File: src/common/fpu_pkg.sv
`default_nettype none

package fpu_pkg;

    // major opcodes
    localparam logic [6:0] OPC_OP_FP    = 7'b1010011;
    localparam logic [6:0] OPC_LOAD_FP  = 7'b0000111;
    localparam logic [6:0] OPC_STORE_FP = 7'b0100111;

    // funct5 in inst[31:27]
    localparam logic [4:0] F5_ADD    = 5'b00000;
    localparam logic [4:0] F5_SUB    = 5'b00001;
    localparam logic [4:0] F5_MUL    = 5'b00010;
    localparam logic [4:0] F5_MV_X_W = 5'b11100;
    localparam logic [4:0] F5_MV_W_X = 5'b11110;

    typedef enum logic [2:0] {
        OP_NONE,
        OP_ADD,
        OP_SUB,
        OP_MUL,
        OP_LOAD,
        OP_STORE,
        OP_MVXW,
        OP_MVWX
    } fpu_op_e;

    // where an E1 operand comes from
    typedef enum logic [1:0] {
        FWD_REG,
        FWD_E2,
        FWD_E3,
        FWD_E4
    } fwd_sel_e;

    // stage at whose end the result lands in the result pipeline
    localparam logic [1:0] READY_MV   = 2'd1;
    localparam logic [1:0] READY_LOAD = 2'd2;
    localparam logic [1:0] READY_ADD  = 2'd2;
    localparam logic [1:0] READY_MUL  = 2'd3;

    localparam logic [31:0] CANON_NAN = 32'h7fc00000;

endpackage

`default_nettype wire

File: src/fpu/float_register.sv
`timescale 1ns/1ps
`default_nettype none

module float_register (
    input  logic        clk,
    input  logic [4:0]  raddr1,
    input  logic [4:0]  raddr2,
    input  logic [4:0]  waddr,
    input  logic [31:0] wdata,
    input  logic        wen,
    output logic [31:0] rdata1,
    output logic [31:0] rdata2
);

    logic [31:0] regs [32];

    always_ff @(posedge clk) begin
        if (wen)
            regs[waddr] <= wdata;
    end

    // same-cycle write shows up on the read ports
    assign rdata1 = (wen && waddr == raddr1) ? wdata : regs[raddr1];
    assign rdata2 = (wen && waddr == raddr2) ? wdata : regs[raddr2];

endmodule

`default_nettype wire

File: src/fpu/fpu_core.sv
`timescale 1ns/1ps
`default_nettype none

module fpu_core (
    input  logic        clk,
    input  logic        rst_n,
    input  logic        inst_valid,
    input  logic [31:0] inst,
    input  logic [31:0] from_intreg,
    input  logic [31:0] from_mem,
    output logic        stall,
    output logic        mem_load,
    output logic        mem_store,
    output logic [31:0] to_mem,
    output logic        intreg_write,
    output logic [31:0] to_intreg
);
    import fpu_pkg::*;

    fpu_op_e     d_op;
    logic        d_reg_write;
    logic        d_use_rs1;
    logic        d_use_rs2;
    logic [1:0]  d_ready;
    logic        accept;
    logic [31:0] rf_rdata1;
    logic [31:0] rf_rdata2;

    logic        e1_valid, e2_valid, e3_valid, e4_valid;
    logic        e1_regw, e2_regw, e3_regw, e4_regw;
    logic        e1_wr, e2_wr, e3_wr, e4_wr;
    fpu_op_e     e1_op, e2_op, e3_op;
    logic [4:0]  e1_rd, e2_rd, e3_rd, e4_rd;
    logic [4:0]  e1_rs1, e1_rs2;
    logic [1:0]  e1_ready, e2_ready;
    logic [31:0] e1_rf1, e1_rf2;
    logic [31:0] res_e1, res_e2, res_e3, res_e4;

    fwd_sel_e    fwd_sel1;
    fwd_sel_e    fwd_sel2;
    logic [31:0] op1;
    logic [31:0] op2;
    logic [31:0] addsub_out;
    logic [31:0] mul_out;

    function automatic logic [31:0] fwd_value(input fwd_sel_e sel, input logic [31:0] rf_val);
        case (sel)
            FWD_E2:  return res_e2;
            FWD_E3:  return res_e3;
            FWD_E4:  return res_e4;
            default: return rf_val;
        endcase
    endfunction

    fpu_decode u_decode (
        .inst        (inst),
        .op          (d_op),
        .reg_write   (d_reg_write),
        .use_rs1     (d_use_rs1),
        .use_rs2     (d_use_rs2),
        .ready_stage (d_ready)
    );

    fpu_hazard_fwd u_hazard (
        .d_rs1     (inst[19:15]),
        .d_rs2     (inst[24:20]),
        .d_use_rs1 (inst_valid & d_use_rs1),
        .d_use_rs2 (inst_valid & d_use_rs2),
        .e1_rs1    (e1_rs1),
        .e1_rs2    (e1_rs2),
        .e1_rd     (e1_rd),
        .e2_rd     (e2_rd),
        .e3_rd     (e3_rd),
        .e4_rd     (e4_rd),
        .e1_wr     (e1_wr),
        .e2_wr     (e2_wr),
        .e3_wr     (e3_wr),
        .e4_wr     (e4_wr),
        .e1_ready  (e1_ready),
        .e2_ready  (e2_ready),
        .stall     (stall),
        .fwd_sel1  (fwd_sel1),
        .fwd_sel2  (fwd_sel2)
    );

    float_register u_freg (
        .clk    (clk),
        .raddr1 (inst[19:15]),
        .raddr2 (inst[24:20]),
        .waddr  (e4_rd),
        .wdata  (res_e4),
        .wen    (e4_wr),
        .rdata1 (rf_rdata1),
        .rdata2 (rf_rdata2)
    );

    fp_addsub u_addsub (
        .clk (clk),
        .a   (op1),
        .b   (op2),
        .sub (e1_op == OP_SUB),
        .sum (addsub_out)
    );

    fp_mult u_mult (
        .clk  (clk),
        .a    (op1),
        .b    (op2),
        .prod (mul_out)
    );

    assign accept = inst_valid & ~stall;
    assign e1_wr  = e1_valid & e1_regw;
    assign e2_wr  = e2_valid & e2_regw;
    assign e3_wr  = e3_valid & e3_regw;
    assign e4_wr  = e4_valid & e4_regw;

    assign op1 = fwd_value(fwd_sel1, e1_rf1);
    assign op2 = fwd_value(fwd_sel2, e1_rf2);

    assign mem_load     = e1_valid && e1_op == OP_LOAD;
    assign mem_store    = e1_valid && e1_op == OP_STORE;
    assign intreg_write = e1_valid && e1_op == OP_MVXW;
    assign to_mem       = op2;
    assign to_intreg    = op1;

    // a stall drops a bubble into E1, the later stages always move
    always_ff @(posedge clk) begin
        if (!rst_n) begin
            e1_valid <= 1'b0;
            e2_valid <= 1'b0;
            e3_valid <= 1'b0;
            e4_valid <= 1'b0;
        end else begin
            e1_valid <= accept;
            e2_valid <= e1_valid;
            e3_valid <= e2_valid;
            e4_valid <= e3_valid;
        end
    end

    always_ff @(posedge clk) begin
        e1_op    <= d_op;
        e1_regw  <= d_reg_write;
        e1_rd    <= inst[11:7];
        e1_rs1   <= inst[19:15];
        e1_rs2   <= inst[24:20];
        e1_ready <= d_ready;
        e1_rf1   <= rf_rdata1;
        e1_rf2   <= rf_rdata2;
        e2_op    <= e1_op;
        e2_regw  <= e1_regw;
        e2_rd    <= e1_rd;
        e2_ready <= e1_ready;
        e3_op    <= e2_op;
        e3_regw  <= e2_regw;
        e3_rd    <= e2_rd;
        e4_regw  <= e3_regw;
        e4_rd    <= e3_rd;

        if (accept && d_op == OP_MVWX)
            res_e1 <= from_intreg;
        res_e2 <= res_e1;
        if (e2_op == OP_ADD || e2_op == OP_SUB)
            res_e3 <= addsub_out;
        else if (e2_op == OP_LOAD)
            res_e3 <= from_mem;
        else
            res_e3 <= res_e2;
        res_e4 <= (e3_op == OP_MUL) ? mul_out : res_e3;
    end

endmodule

`default_nettype wire

File: src/fpu/fpu_decode.sv
`timescale 1ns/1ps
`default_nettype none

module fpu_decode (
    input  logic [31:0]       inst,
    output fpu_pkg::fpu_op_e  op,
    output logic              reg_write,
    output logic              use_rs1,
    output logic              use_rs2,
    output logic [1:0]        ready_stage
);
    import fpu_pkg::*;

    logic [6:0] opcode;
    logic [4:0] funct5;
    logic [2:0] funct3;

    assign opcode = inst[6:0];
    assign funct5 = inst[31:27];
    assign funct3 = inst[14:12];

    always_comb begin
        op          = OP_NONE;
        reg_write   = 1'b0;
        use_rs1     = 1'b0;
        use_rs2     = 1'b0;
        ready_stage = READY_MV;
        case (opcode)
            OPC_OP_FP: begin
                case (funct5)
                    F5_ADD, F5_SUB: begin
                        op          = (funct5 == F5_SUB) ? OP_SUB : OP_ADD;
                        reg_write   = 1'b1;
                        use_rs1     = 1'b1;
                        use_rs2     = 1'b1;
                        ready_stage = READY_ADD;
                    end
                    F5_MUL: begin
                        op          = OP_MUL;
                        reg_write   = 1'b1;
                        use_rs1     = 1'b1;
                        use_rs2     = 1'b1;
                        ready_stage = READY_MUL;
                    end
                    F5_MV_X_W: begin
                        if (funct3 == 3'b000) begin
                            op      = OP_MVXW;
                            use_rs1 = 1'b1;
                        end
                    end
                    F5_MV_W_X: begin
                        // moves in only write, nothing is read from the file
                        if (funct3 == 3'b000) begin
                            op          = OP_MVWX;
                            reg_write   = 1'b1;
                            ready_stage = READY_MV;
                        end
                    end
                    default: ;
                endcase
            end
            OPC_LOAD_FP: begin
                op          = OP_LOAD;
                reg_write   = 1'b1;
                ready_stage = READY_LOAD;
            end
            OPC_STORE_FP: begin
                op      = OP_STORE;
                use_rs2 = 1'b1;
            end
            default: ;
        endcase
    end

endmodule

`default_nettype wire

File: src/fpu/fpu_hazard_fwd.sv
`timescale 1ns/1ps
`default_nettype none

module fpu_hazard_fwd (
    input  logic [4:0]         d_rs1,
    input  logic [4:0]         d_rs2,
    input  logic               d_use_rs1,
    input  logic               d_use_rs2,
    input  logic [4:0]         e1_rs1,
    input  logic [4:0]         e1_rs2,
    input  logic [4:0]         e1_rd,
    input  logic [4:0]         e2_rd,
    input  logic [4:0]         e3_rd,
    input  logic [4:0]         e4_rd,
    input  logic               e1_wr,
    input  logic               e2_wr,
    input  logic               e3_wr,
    input  logic               e4_wr,
    input  logic [1:0]         e1_ready,
    input  logic [1:0]         e2_ready,
    output logic               stall,
    output fpu_pkg::fwd_sel_e  fwd_sel1,
    output fpu_pkg::fwd_sel_e  fwd_sel2
);
    import fpu_pkg::*;

    logic rs1_blocked;
    logic rs2_blocked;

    // youngest writer wins
    function automatic fwd_sel_e pick_src(input logic [4:0] rs);
        if (e2_wr && e2_rd == rs)
            return FWD_E2;
        if (e3_wr && e3_rd == rs)
            return FWD_E3;
        if (e4_wr && e4_rd == rs)
            return FWD_E4;
        return FWD_REG;
    endfunction

    // a writer in stage k can only be forwarded once k >= its ready stage
    assign rs1_blocked = d_use_rs1 &&
                         ((e1_wr && e1_rd == d_rs1 && e1_ready > 2'd1) ||
                          (e2_wr && e2_rd == d_rs1 && e2_ready > 2'd2));
    assign rs2_blocked = d_use_rs2 &&
                         ((e1_wr && e1_rd == d_rs2 && e1_ready > 2'd1) ||
                          (e2_wr && e2_rd == d_rs2 && e2_ready > 2'd2));

    assign stall    = rs1_blocked || rs2_blocked;
    assign fwd_sel1 = pick_src(e1_rs1);
    assign fwd_sel2 = pick_src(e1_rs2);

endmodule

`default_nettype wire

File: src/logic/fp_addsub.sv
`timescale 1ns/1ps
`default_nettype none

module fp_addsub (
    input  logic        clk,
    input  logic [31:0] a,
    input  logic [31:0] b,
    input  logic        sub,
    output logic [31:0] sum
);
    import fpu_pkg::*;

    logic              sign_b;
    logic [23:0]       man_a, man_b;
    logic [30:0]       mag_a, mag_b;
    logic              a_big;
    logic [7:0]        exp_big, diff;
    logic [26:0]       big_ext, small_ext, shifted, lost_mask, aligned;
    logic              sticky;

    logic              r_sign, r_sub, r_nan;
    logic [7:0]        r_exp;
    logic [26:0]       r_big, r_small;

    logic [27:0]       raw;
    logic [26:0]       norm;
    logic [4:0]        lz;
    logic [22:0]       frac;
    logic signed [9:0] exp_n;

    function automatic logic [4:0] lead_zeros(input logic [26:0] v);
        logic [4:0] n;
        n = 5'd27;
        for (int i = 0; i < 27; i++) begin
            if (v[i])
                n = 5'(26 - i);
        end
        return n;
    endfunction

    // stage one: unpack, flush subnormals, order by magnitude, align
    always_comb begin
        sign_b  = b[31] ^ sub;
        man_a   = (a[30:23] == 8'd0) ? 24'd0 : {1'b1, a[22:0]};
        man_b   = (b[30:23] == 8'd0) ? 24'd0 : {1'b1, b[22:0]};
        mag_a   = (a[30:23] == 8'd0) ? 31'd0 : a[30:0];
        mag_b   = (b[30:23] == 8'd0) ? 31'd0 : b[30:0];
        a_big   = mag_a >= mag_b;
        exp_big = a_big ? a[30:23] : b[30:23];
        diff    = a_big ? a[30:23] - b[30:23] : b[30:23] - a[30:23];
        big_ext   = {(a_big ? man_a : man_b), 3'b000};
        small_ext = {(a_big ? man_b : man_a), 3'b000};
        lost_mask = '0;
        if (diff > 8'd26) begin
            shifted = '0;
            sticky  = |small_ext;
        end else begin
            shifted   = small_ext >> diff;
            lost_mask = (27'd1 << diff) - 27'd1;
            sticky    = |(small_ext & lost_mask);
        end
        aligned = {shifted[26:1], shifted[0] | sticky};
    end

    always_ff @(posedge clk) begin
        r_sign  <= a_big ? a[31] : sign_b;
        r_sub   <= a[31] ^ sign_b;
        r_nan   <= (a[30:23] == 8'hff) || (b[30:23] == 8'hff);
        r_exp   <= exp_big;
        r_big   <= big_ext;
        r_small <= aligned;
    end

    // stage two: add, normalize, truncate, pack
    always_comb begin
        raw  = r_sub ? {1'b0, r_big} - {1'b0, r_small} : {1'b0, r_big} + {1'b0, r_small};
        lz   = lead_zeros(raw[26:0]);
        norm = raw[26:0] << lz;
        if (raw[27]) begin
            frac  = raw[26:4];
            exp_n = 10'(r_exp) + 10'sd1;
        end else begin
            frac  = norm[25:3];
            exp_n = 10'(r_exp) - 10'(lz);
        end
        if (r_nan)
            sum = CANON_NAN;
        else if (raw == 28'd0)
            sum = 32'd0;
        else if (exp_n <= 0)
            sum = {r_sign, 31'd0};
        else if (exp_n >= 255)
            sum = {r_sign, 8'hff, 23'd0};
        else
            sum = {r_sign, exp_n[7:0], frac};
    end

endmodule

`default_nettype wire

File: src/logic/fp_mult.sv
`timescale 1ns/1ps
`default_nettype none

module fp_mult (
    input  logic        clk,
    input  logic [31:0] a,
    input  logic [31:0] b,
    output logic [31:0] prod
);
    import fpu_pkg::*;

    logic              s1_sign, s1_zero, s1_nan;
    logic signed [9:0] s1_exp;
    logic [47:0]       s1_prod;

    logic              s2_sign, s2_zero, s2_nan;
    logic signed [9:0] s2_exp;
    logic [22:0]       s2_frac;

    // stage one: mantissa product, biased exponent sum, sign
    always_ff @(posedge clk) begin
        s1_sign <= a[31] ^ b[31];
        s1_zero <= (a[30:23] == 8'd0) || (b[30:23] == 8'd0);
        s1_nan  <= (a[30:23] == 8'hff) || (b[30:23] == 8'hff);
        s1_exp  <= 10'(a[30:23]) + 10'(b[30:23]) - 10'sd127;
        s1_prod <= 48'({1'b1, a[22:0]}) * 48'({1'b1, b[22:0]});
    end

    // stage two: product is in [1,4), so at most one bit of normalization
    always_ff @(posedge clk) begin
        s2_sign <= s1_sign;
        s2_zero <= s1_zero;
        s2_nan  <= s1_nan;
        if (s1_prod[47]) begin
            s2_frac <= s1_prod[46:24];
            s2_exp  <= s1_exp + 10'sd1;
        end else begin
            s2_frac <= s1_prod[45:23];
            s2_exp  <= s1_exp;
        end
    end

    // stage three: specials, range checks, pack
    always_comb begin
        if (s2_nan)
            prod = CANON_NAN;
        else if (s2_zero || s2_exp <= 0)
            prod = {s2_sign, 31'd0};
        else if (s2_exp >= 255)
            prod = {s2_sign, 8'hff, 23'd0};
        else
            prod = {s2_sign, s2_exp[7:0], s2_frac};
    end

endmodule

`default_nettype wire

File: config.mk
export PLATFORM = sky130hd
export DESIGN_NAME = fpu_core
export DESIGN_NICKNAME = d
export VERILOG_FILES = /design/src/common/fpu_pkg.sv /design/src/fpu/float_register.sv /design/src/fpu/fpu_core.sv /design/src/fpu/fpu_decode.sv /design/src/fpu/fpu_hazard_fwd.sv /design/src/logic/fp_addsub.sv /design/src/logic/fp_mult.sv
export SDC_FILE = /design/constraint.sdc
export NUM_CORES = 2
export LEC_CHECK = 0
export BUFFER_PORTS_ARGS = -buffer_cell sky130_fd_sc_hd__buf_4
export CORE_ASPECT_RATIO = 0.8
export CORE_MARGIN = 5
export CORE_UTILIZATION = 60
export DETAILED_ROUTE_END_ITERATION = 8
export PLACE_DENSITY_LB_ADDON = 0.1
export SETUP_SLACK_MARGIN = 0.2
export SLEW_MARGIN = 10
export SYNTH_ARGS = -nofsm -noshare
export SYNTH_HDL_FRONTEND = slang
export SYNTH_HIERARCHICAL = 1
export SYNTH_SLANG_ARGS = --single-unit
File: constraint.sdc
create_clock -name clk -period 9.8 [get_ports clk]
set_input_delay 2.94 -clock clk [delete_from_list [all_inputs] [get_ports clk]]
set_output_delay 2.94 -clock clk [all_outputs]
set_load 0.05 [all_outputs]
---- Yosys cells after proc, flatten, opt, wreduce, memory -nomap -nowiden ----
Memories as Yosys holds them, arrays and structs flattened. A register that Yosys moved wholly into a read port is not among the register bits.
Index checks and enable logic that the tools add are counted.
cells by class
  $mul .................................... 1
  reductions and logical operators ........ 36
  add/subtract/negate cells ............... 10
  eq/ne operators ......................... 34
  magnitude comparators ................... 8
  div/mod/pow operators ................... 0
  mux-type cells .......................... 95
  bitwise operators ....................... 13
  shifts and indexed selects .............. 3
operator list
  cell                                                                                   count
  32-bit two-way mux                                                                     6
  32-bit case mux with 3 select lines                                                    2
  31-bit two-way mux                                                                     6
  24-bit two-way mux                                                                     4
  5-bit two-way mux                                                                      16
  5-bit == test                                                                          10
  24-bit by 24-bit multiplier with 48-bit output                                         1
  23-bit two-way mux                                                                     2
  4-bit two-way mux                                                                      8
  31-bit greater-or-equal comparator                                                     1
  2-bit two-way mux                                                                      15
  27-bit by 27-bit adder with 28-bit output                                              1
  28-bit zero test                                                                       1
  28-bit two-way mux                                                                     1
  27-bit by 27-bit subtractor with 28-bit output                                         1
  27-bit AND                                                                             1
  27-bit OR reduction                                                                    1
  1-bit by 8-bit left shift with 27-bit output (first input constant)                    1
  27-bit by 5-bit left shift with 26-bit output                                          1
  27-bit by 8-bit right shift with 27-bit output                                         1
  27-bit by 1-bit subtractor with 27-bit output (second input constant)                  1
  24-bit OR reduction                                                                    1
  1-bit two-way mux                                                                      21
  10-bit by 9-bit greater-or-equal comparator with 1-bit output (second input constant)  2
  other kinds (40)                                                                       95
word-level totals
  latch bits .............................. 0
  bits in writable memories ............... 1024
  register bits ........................... 337
  output and inout port bits .............. 68
  memories kept ........................... 1
  logic and storage cells ................. 240
  ROM bits ................................ 0
memory list
  name         words  bits a word  rd ports  clocked after memory_dff  write ports  RTL line              source
  u_freg.regs  32     32           2         2                         1            float_register.sv:15  logic [31:0] regs [32];

---- Longest topological paths before layout ----
  depth in word-level cells ............... 37
  mapped depth ............................ 34
  gate-level depth less buffers ........... 31

---- Modules after synthesis ----
The synthesis kept the hierarchy.
by module, submodules not included
  module          area each (µm²)  cells each  instances
  float_register  49749.0          3227        1
  fp_mult         20582.2          2240        1
  fp_addsub       11080.6          1623        1
  fpu_core        8738.4           559         1
  fpu_hazard_fwd  613.1            80          1
  fpu_decode      202.7            30          1

---- Worst setup path after synthesis ----
OpenSTA, ideal clock, no wires.
  path kind ............................... flip-flop to flip-flop
  start ................................... register e1_rs1[1]
  end ..................................... register u_mult.s1_prod[41]
  library setup time ...................... 122 ps
  period minus slack after synthesis ...... 8291 ps
  required time ........................... 9678 ps
  stages on the path, launching flop included .. 30
  path slack .............................. 1509 ps
  path buffers ............................ 2
  data arrival time ....................... 8169 ps
  path through ............................ dfxtp_1 -> xor2_1 -> nor4_1 -> nand3_1 -> a21boi_0 -> buf_1 -> mux4_2 -> clkbuf_1 -> and2_1 -> fa_1 -> inv_1 -> fa_1 -> fa_1 -> inv_1 -> fa_1 -> inv_1 -> fa_1 -> fa_1 -> fa_1 -> inv_1 -> ha_1 -> nand2_2 -> a2111oi_2 -> a41o_1 -> a21oi_2 -> a211oi_4 -> o211a_1 -> o21a_4 -> nor4_1 -> a311o_1
between the ends
  longest elaborated chain between the ends .. 11
  elaborated cells on any way between the ends .. 22
  those cells by class .................... mul (1); eq/ne (6); mux (12); reduce/logical (3)
ends and longest elaborated chain
  item                                                                       RTL line              source
  start: declaration                                                         fpu_core.sv:34        logic [4:0] e1_rs1, e1_rs2;
  start signal: assignment                                                   fpu_core.sv:146       e1_rs1 <= inst[19:15];
  5-bit == test                                                              fpu_hazard_fwd.sv:36  if (e4_wr && e4_rd == rs)
  1-bit logical AND                                                          fpu_hazard_fwd.sv:36
  1-bit two-way mux (2 in series)                                            fpu_hazard_fwd.sv:36
  1-bit two-way mux                                                          fpu_hazard_fwd.sv:34  if (e3_wr && e3_rd == rs)
  2-bit two-way mux                                                          fpu_hazard_fwd.sv:38  return FWD_REG;
  2-bit two-way mux                                                          fpu_hazard_fwd.sv:36
  2-bit two-way mux (*)                                                      fpu_hazard_fwd.sv:34
  net fwd_sel1[1]                                                            fpu_core.sv:39        fwd_sel_e fwd_sel1;
  2-bit == test or 2-bit by 1-bit == test with 1-bit output (tied branches)  fpu_core.sv:47        case (sel)
  32-bit case mux with 3 select lines (*)                                    fpu_core.sv:47
  net to_intreg[21]                                                          fpu_core.sv:16        output logic [31:0] to_intreg
  24-bit by 24-bit multiplier with 48-bit output (*)                         fp_mult.sv:26         s1_prod <= 48'({1'b1, a[22:0]}) * 48'({1'b1, b[22:0]});
  end signal: assignment                                                     fp_mult.sv:26
  end: declaration                                                           fp_mult.sv:14         logic [47:0] s1_prod;
The timed path passes the listed nets; every way through them passes the cells marked *. The select of a mux whose other input is x is not followed.
A chain may end at the register's enable or synchronous reset.

---- Final worst setup path ----
  start ................................... register e4_rd[1]
  end ..................................... register u_mult.s1_prod[47]
between the ends
  longest elaborated chain between the ends .. 11
  elaborated cells on any way between the ends .. 27
  those cells by class .................... mul (1); eq/ne (8); mux (16); reduce/logical (2)
ends and longest elaborated chain
  item                                                                       RTL line              source
  start: declaration                                                         fpu_core.sv:33        logic [4:0] e1_rd, e2_rd, e3_rd, e4_rd;
  start signal: assignment                                                   fpu_core.sv:159       e4_rd <= e3_rd;
  5-bit == test (*)                                                          fpu_hazard_fwd.sv:36
  1-bit logical AND (*)                                                      fpu_hazard_fwd.sv:36
  1-bit two-way mux (2 in series)                                            fpu_hazard_fwd.sv:36
  1-bit two-way mux                                                          fpu_hazard_fwd.sv:34
  2-bit two-way mux (*)                                                      fpu_hazard_fwd.sv:38
  2-bit two-way mux (*)                                                      fpu_hazard_fwd.sv:36
  2-bit two-way mux (*)                                                      fpu_hazard_fwd.sv:34
  net fwd_sel2[0]                                                            fpu_core.sv:40        fwd_sel_e fwd_sel2;
  2-bit == test or 2-bit by 1-bit == test with 1-bit output (tied branches)  fpu_core.sv:47
  32-bit case mux with 3 select lines (*)                                    fpu_core.sv:47
  24-bit by 24-bit multiplier with 48-bit output (*)                         fp_mult.sv:26
Marked as above.

==> summary.txt <==
Drt
  • Routed vias/inst: roughly 6.8
  • Pre-antenna DRT Iters: 8
  • Initial DRC count: between 8k and 9k
  • Met1 WL: around 120000 µm
  • Top sig layer: met5
  • DRC viols: 0
  • Routed WL per cell: slightly above 30 µm
  • Met2 wire length: approximately 130000 µm
  • Drt total wl: 300000 µm
  • Via count: around 67k
  • Antenna Nets Post-Route: 0
  • Routed wl met3: 34400 µm

Placed design
  • Port bufs: between 150 and 200
  • Placed Area: around 94000 µm²
  • Routability Congestion: between 0.9 and 1
  • HPWL after DPL: around 190000 µm

Worst setup path
  • Slowest-stage cell, CP: mux4_2
  • Cell depth of the worst setup path: 28
  • Crit path max-delay family: adder cells
  • Worst path arrival time: between 10 and 15 ns
  • R2r endpoint: u_mult/s1_prod[47]$_DFF_P_
  • Critical Path End Type: register
  • R2r setup slk: between 0.3 and 0.4 ns
  • R2r startpoint: e4_rd[1]$_DFF_P_
  • R2R depth: 28
  • Crit-path max FO: 35
  • CP max stage delay: 0.89 ns
  • CP dominant cell by count: fa_1
  • Worst setup SP type: register
  • CP Buf/Inv Count: 5
  • Critical path class: reg2reg
  • Required @ worst endpoint: between 10 and 15 ns

Synthesis
  • Synth Warn #: 6
  • Synthesized area: slightly above 90000 µm²
  • Synth Register Bits: 1403
  • Syn avg cell area: between 10 and 15 µm²
  • Number of synthesized flops with an enable pin: ~1.1k
  • Netlist cell types: 117
  • Synth top area cells: edfxtp_1 (35%), mux2i_1 (12%), fa_1 (11%)
  • Area leader, netlist: edfxtp_1
  • Sequential cell area fraction in the yosys report: 0.425
  • Post-Synthesis Cells: 7759
  • Dominant register cell in the synthesized netlist: edfxtp_1
  • Yosys top cell area share: 0.349
  • Syn nets: approximately 8.6k
  • FFs w/ async S/R, synth: 0

Global route
  • Tot GR Track Use: 0.366
  • Grt ovf: 0
  • Largest net degree at the start of global routing: 130
  • Global-route wire length before repair: between 400000 and 500000 µm
  • Vias in the first global route: 65.8k
  • Antenna violations before repair: 27

Clocking
  • # H-tree levels: 4
  • Clk Latency, worst-skew pair: around 0.80 ns
  • Max Buffers Root-to-Sink: 3
  • Hold_buf cts: 0
  • CTS Buf Count: ~140
  • Clk sinks: between 1k and 1.5k
  • Root buf cell: clkbuf_16
  • Worst-path clk slew: ~0.060 ns
  • CTS tree: done

Floorplan
  • Die Height: 358 µm
  • I/O pin cnt: 167
  • Starting Density: 0.605
  • Die ar.: between 150000 and 200000 µm²
  • CORE AREA: 150000 µm²
  • Die W: around 450 µm
  • Site row count: ~130

Timing
  • Total Neg Setup Slack: 0 ns
  • Worst-Margin Slew: around 1.2 ns
  • FMAX: approximately 110 MHz
  • Slew margin rel.: 0.184
  • Fin. Hold Viols: 0
  • Max Transition Viols Final: 0
  • Fin crit share: 0.960
  • Final setup fails: 0
  • Skew final: roughly 0.042 ns
  • RSZ-0062 raised after global routing: no
  • Min Clock Period, post-route: between 9 and 10 ns

Finish
  • Syn-to-layout area delta: 9.02%
  • Most common cell after layout, fill and taps aside: mux2i_1
  • Layout cells sized above 1: 0.119
  • Post-route design area: slightly below 100000 µm²
  • Final net count: about 8.7k
  • Fin util: 0.660
  • Most frequent cells in the layout: mux2i_1 (1132), edfxtp_1 (1056), inv_1 (670)

Run
  • Max capacitance violation total: 0

Hold path
  • HP Start: u_mult/s1_sign$_DFF_P_
  • Hold Path Class: reg2reg
  • Hold Path Stages: 0
  • Hold Crit Endpoint: u_mult/s2_sign$_DFF_P_

Outcome
  • Status: complete, no violations
==> registers in the layout, summed over array words and instances, names as in the netlist, 3 cells and up <==
name / cells
u_freg/regs: 1024
e1_rf1: 32
e1_rf2: 32
res_e1: 32
res_e2: 32
res_e3: 32
res_e4: 32
u_addsub/r_small: 27
u_mult/s1_prod: 25
u_addsub/r_big: 24
u_mult/s2_frac: 23
u_mult/s1_exp: 10
u_mult/s2_exp: 10
u_addsub/r_exp: 8
e1_rd: 5
e1_rs1: 5
e1_rs2: 5
e2_rd: 5
e3_rd: 5
e4_rd: 5
e1_op: 3
e2_op: 3
e3_op: 3
==> worst reg2reg max path: cells and delay by family, from the launching register on <==
kind / cells / cell delay, ns
xor+xnor: 2 / 0.28
mux: 1 / 0.92
flops: 1 / 0.54
compound gates: 7 / 1.63
simple gates: 5 / 1.50
buf+inv: 5 / 0.53
fa+ha+maj: 8 / 3.90
==> area by class of cell <==
cell class                 count  area [µm²]
clock buffer                 181        3930
fill                       11400       51100
clock inverter                81         731
inverter                     677        2540
antenna                       19        47.5
timing repair buffer         399        3270
tap                         1999        2500
sequential                  1403       38700
multi-input combinational   5168       47500
==> logic make-up (layout without fill, tap and decap cells) <==
| group | after synthesis | in the layout | synth area share |
|---|---|---|---|
| other cells | 0 | 19 | 0 |
| simple gates | 1519 | 1519 | 0.0827 |
| xor+xnor | 130 | 130 | 0.0125 |
| mux | 1271 | 1274 | 0.150 |
| fa+ha+maj | 773 | 773 | 0.146 |
| buf+inv | 1191 | 1338 | 0.0585 |
| compound gates | 1472 | 1472 | 0.125 |
| flops | 1403 | 1403 | 0.425 |
==> what timing repair did <==
| action | in CTS | in global routing |
|---|---|---|
| endpoints found under the setup margin | 0 | 8 |
| resized for setup | 0 | 4 |
| buffers inserted | 0 | 12 |
==> per-layer routing <==
layer | global-route usage | up-vias
met4 | 0.161 | 2
met1 | 0.530 | 33800
met3 | 0.0825 | 700
li1 | - | 28400
met5 | 0 | -
met2 | 0.531 | 4219
==> synth_stat cells, drive strengths merged, types with 84 or more instances <==
cell and count:
a21oi 256, a221oi 144, a22o 130, a22oi 262, and2 309, buf 210
clkbuf 304, dfxtp 347, edfxtp 1056, fa 486, ha 286, inv 673
mux2i 1133, nand2 534, nor2 276, o21ai 159, o22ai 84
==> through the flow <==
stage	worst slack, ns	cells	hold WS (ns)
floorplan	1.51	7759	0.310
global placement	0.505	9631	0.312
detailed placement	0.423	9631	0.315
CTS	0.396	9893	0.333
global route	0.183	9921	0.339
finish	0.390	9927	0.330
==> how the worst max path moves through the flow <==
stage	start	endpoint
after CTS	e4_rd[4]$_DFF_P_	u_mult/s1_prod[47]$_DFF_P_
after global placement	e4_rd[4]$_DFF_P_	u_mult/s1_prod[47]$_DFF_P_
final	e4_rd[1]$_DFF_P_	u_mult/s1_prod[47]$_DFF_P_
after global routing	e4_rd[1]$_DFF_P_	u_mult/s1_prod[47]$_DFF_P_
after floorplan	e1_rs1[1]$_DFF_P_	u_mult/s1_prod[41]$_DFF_P_
after detailed placement	e4_rd[4]$_DFF_P_	u_mult/s1_prod[47]$_DFF_P_
Power is not shown: default switching activity piles up to over one toggle a cycle in this logic, so the estimate is an artifact.
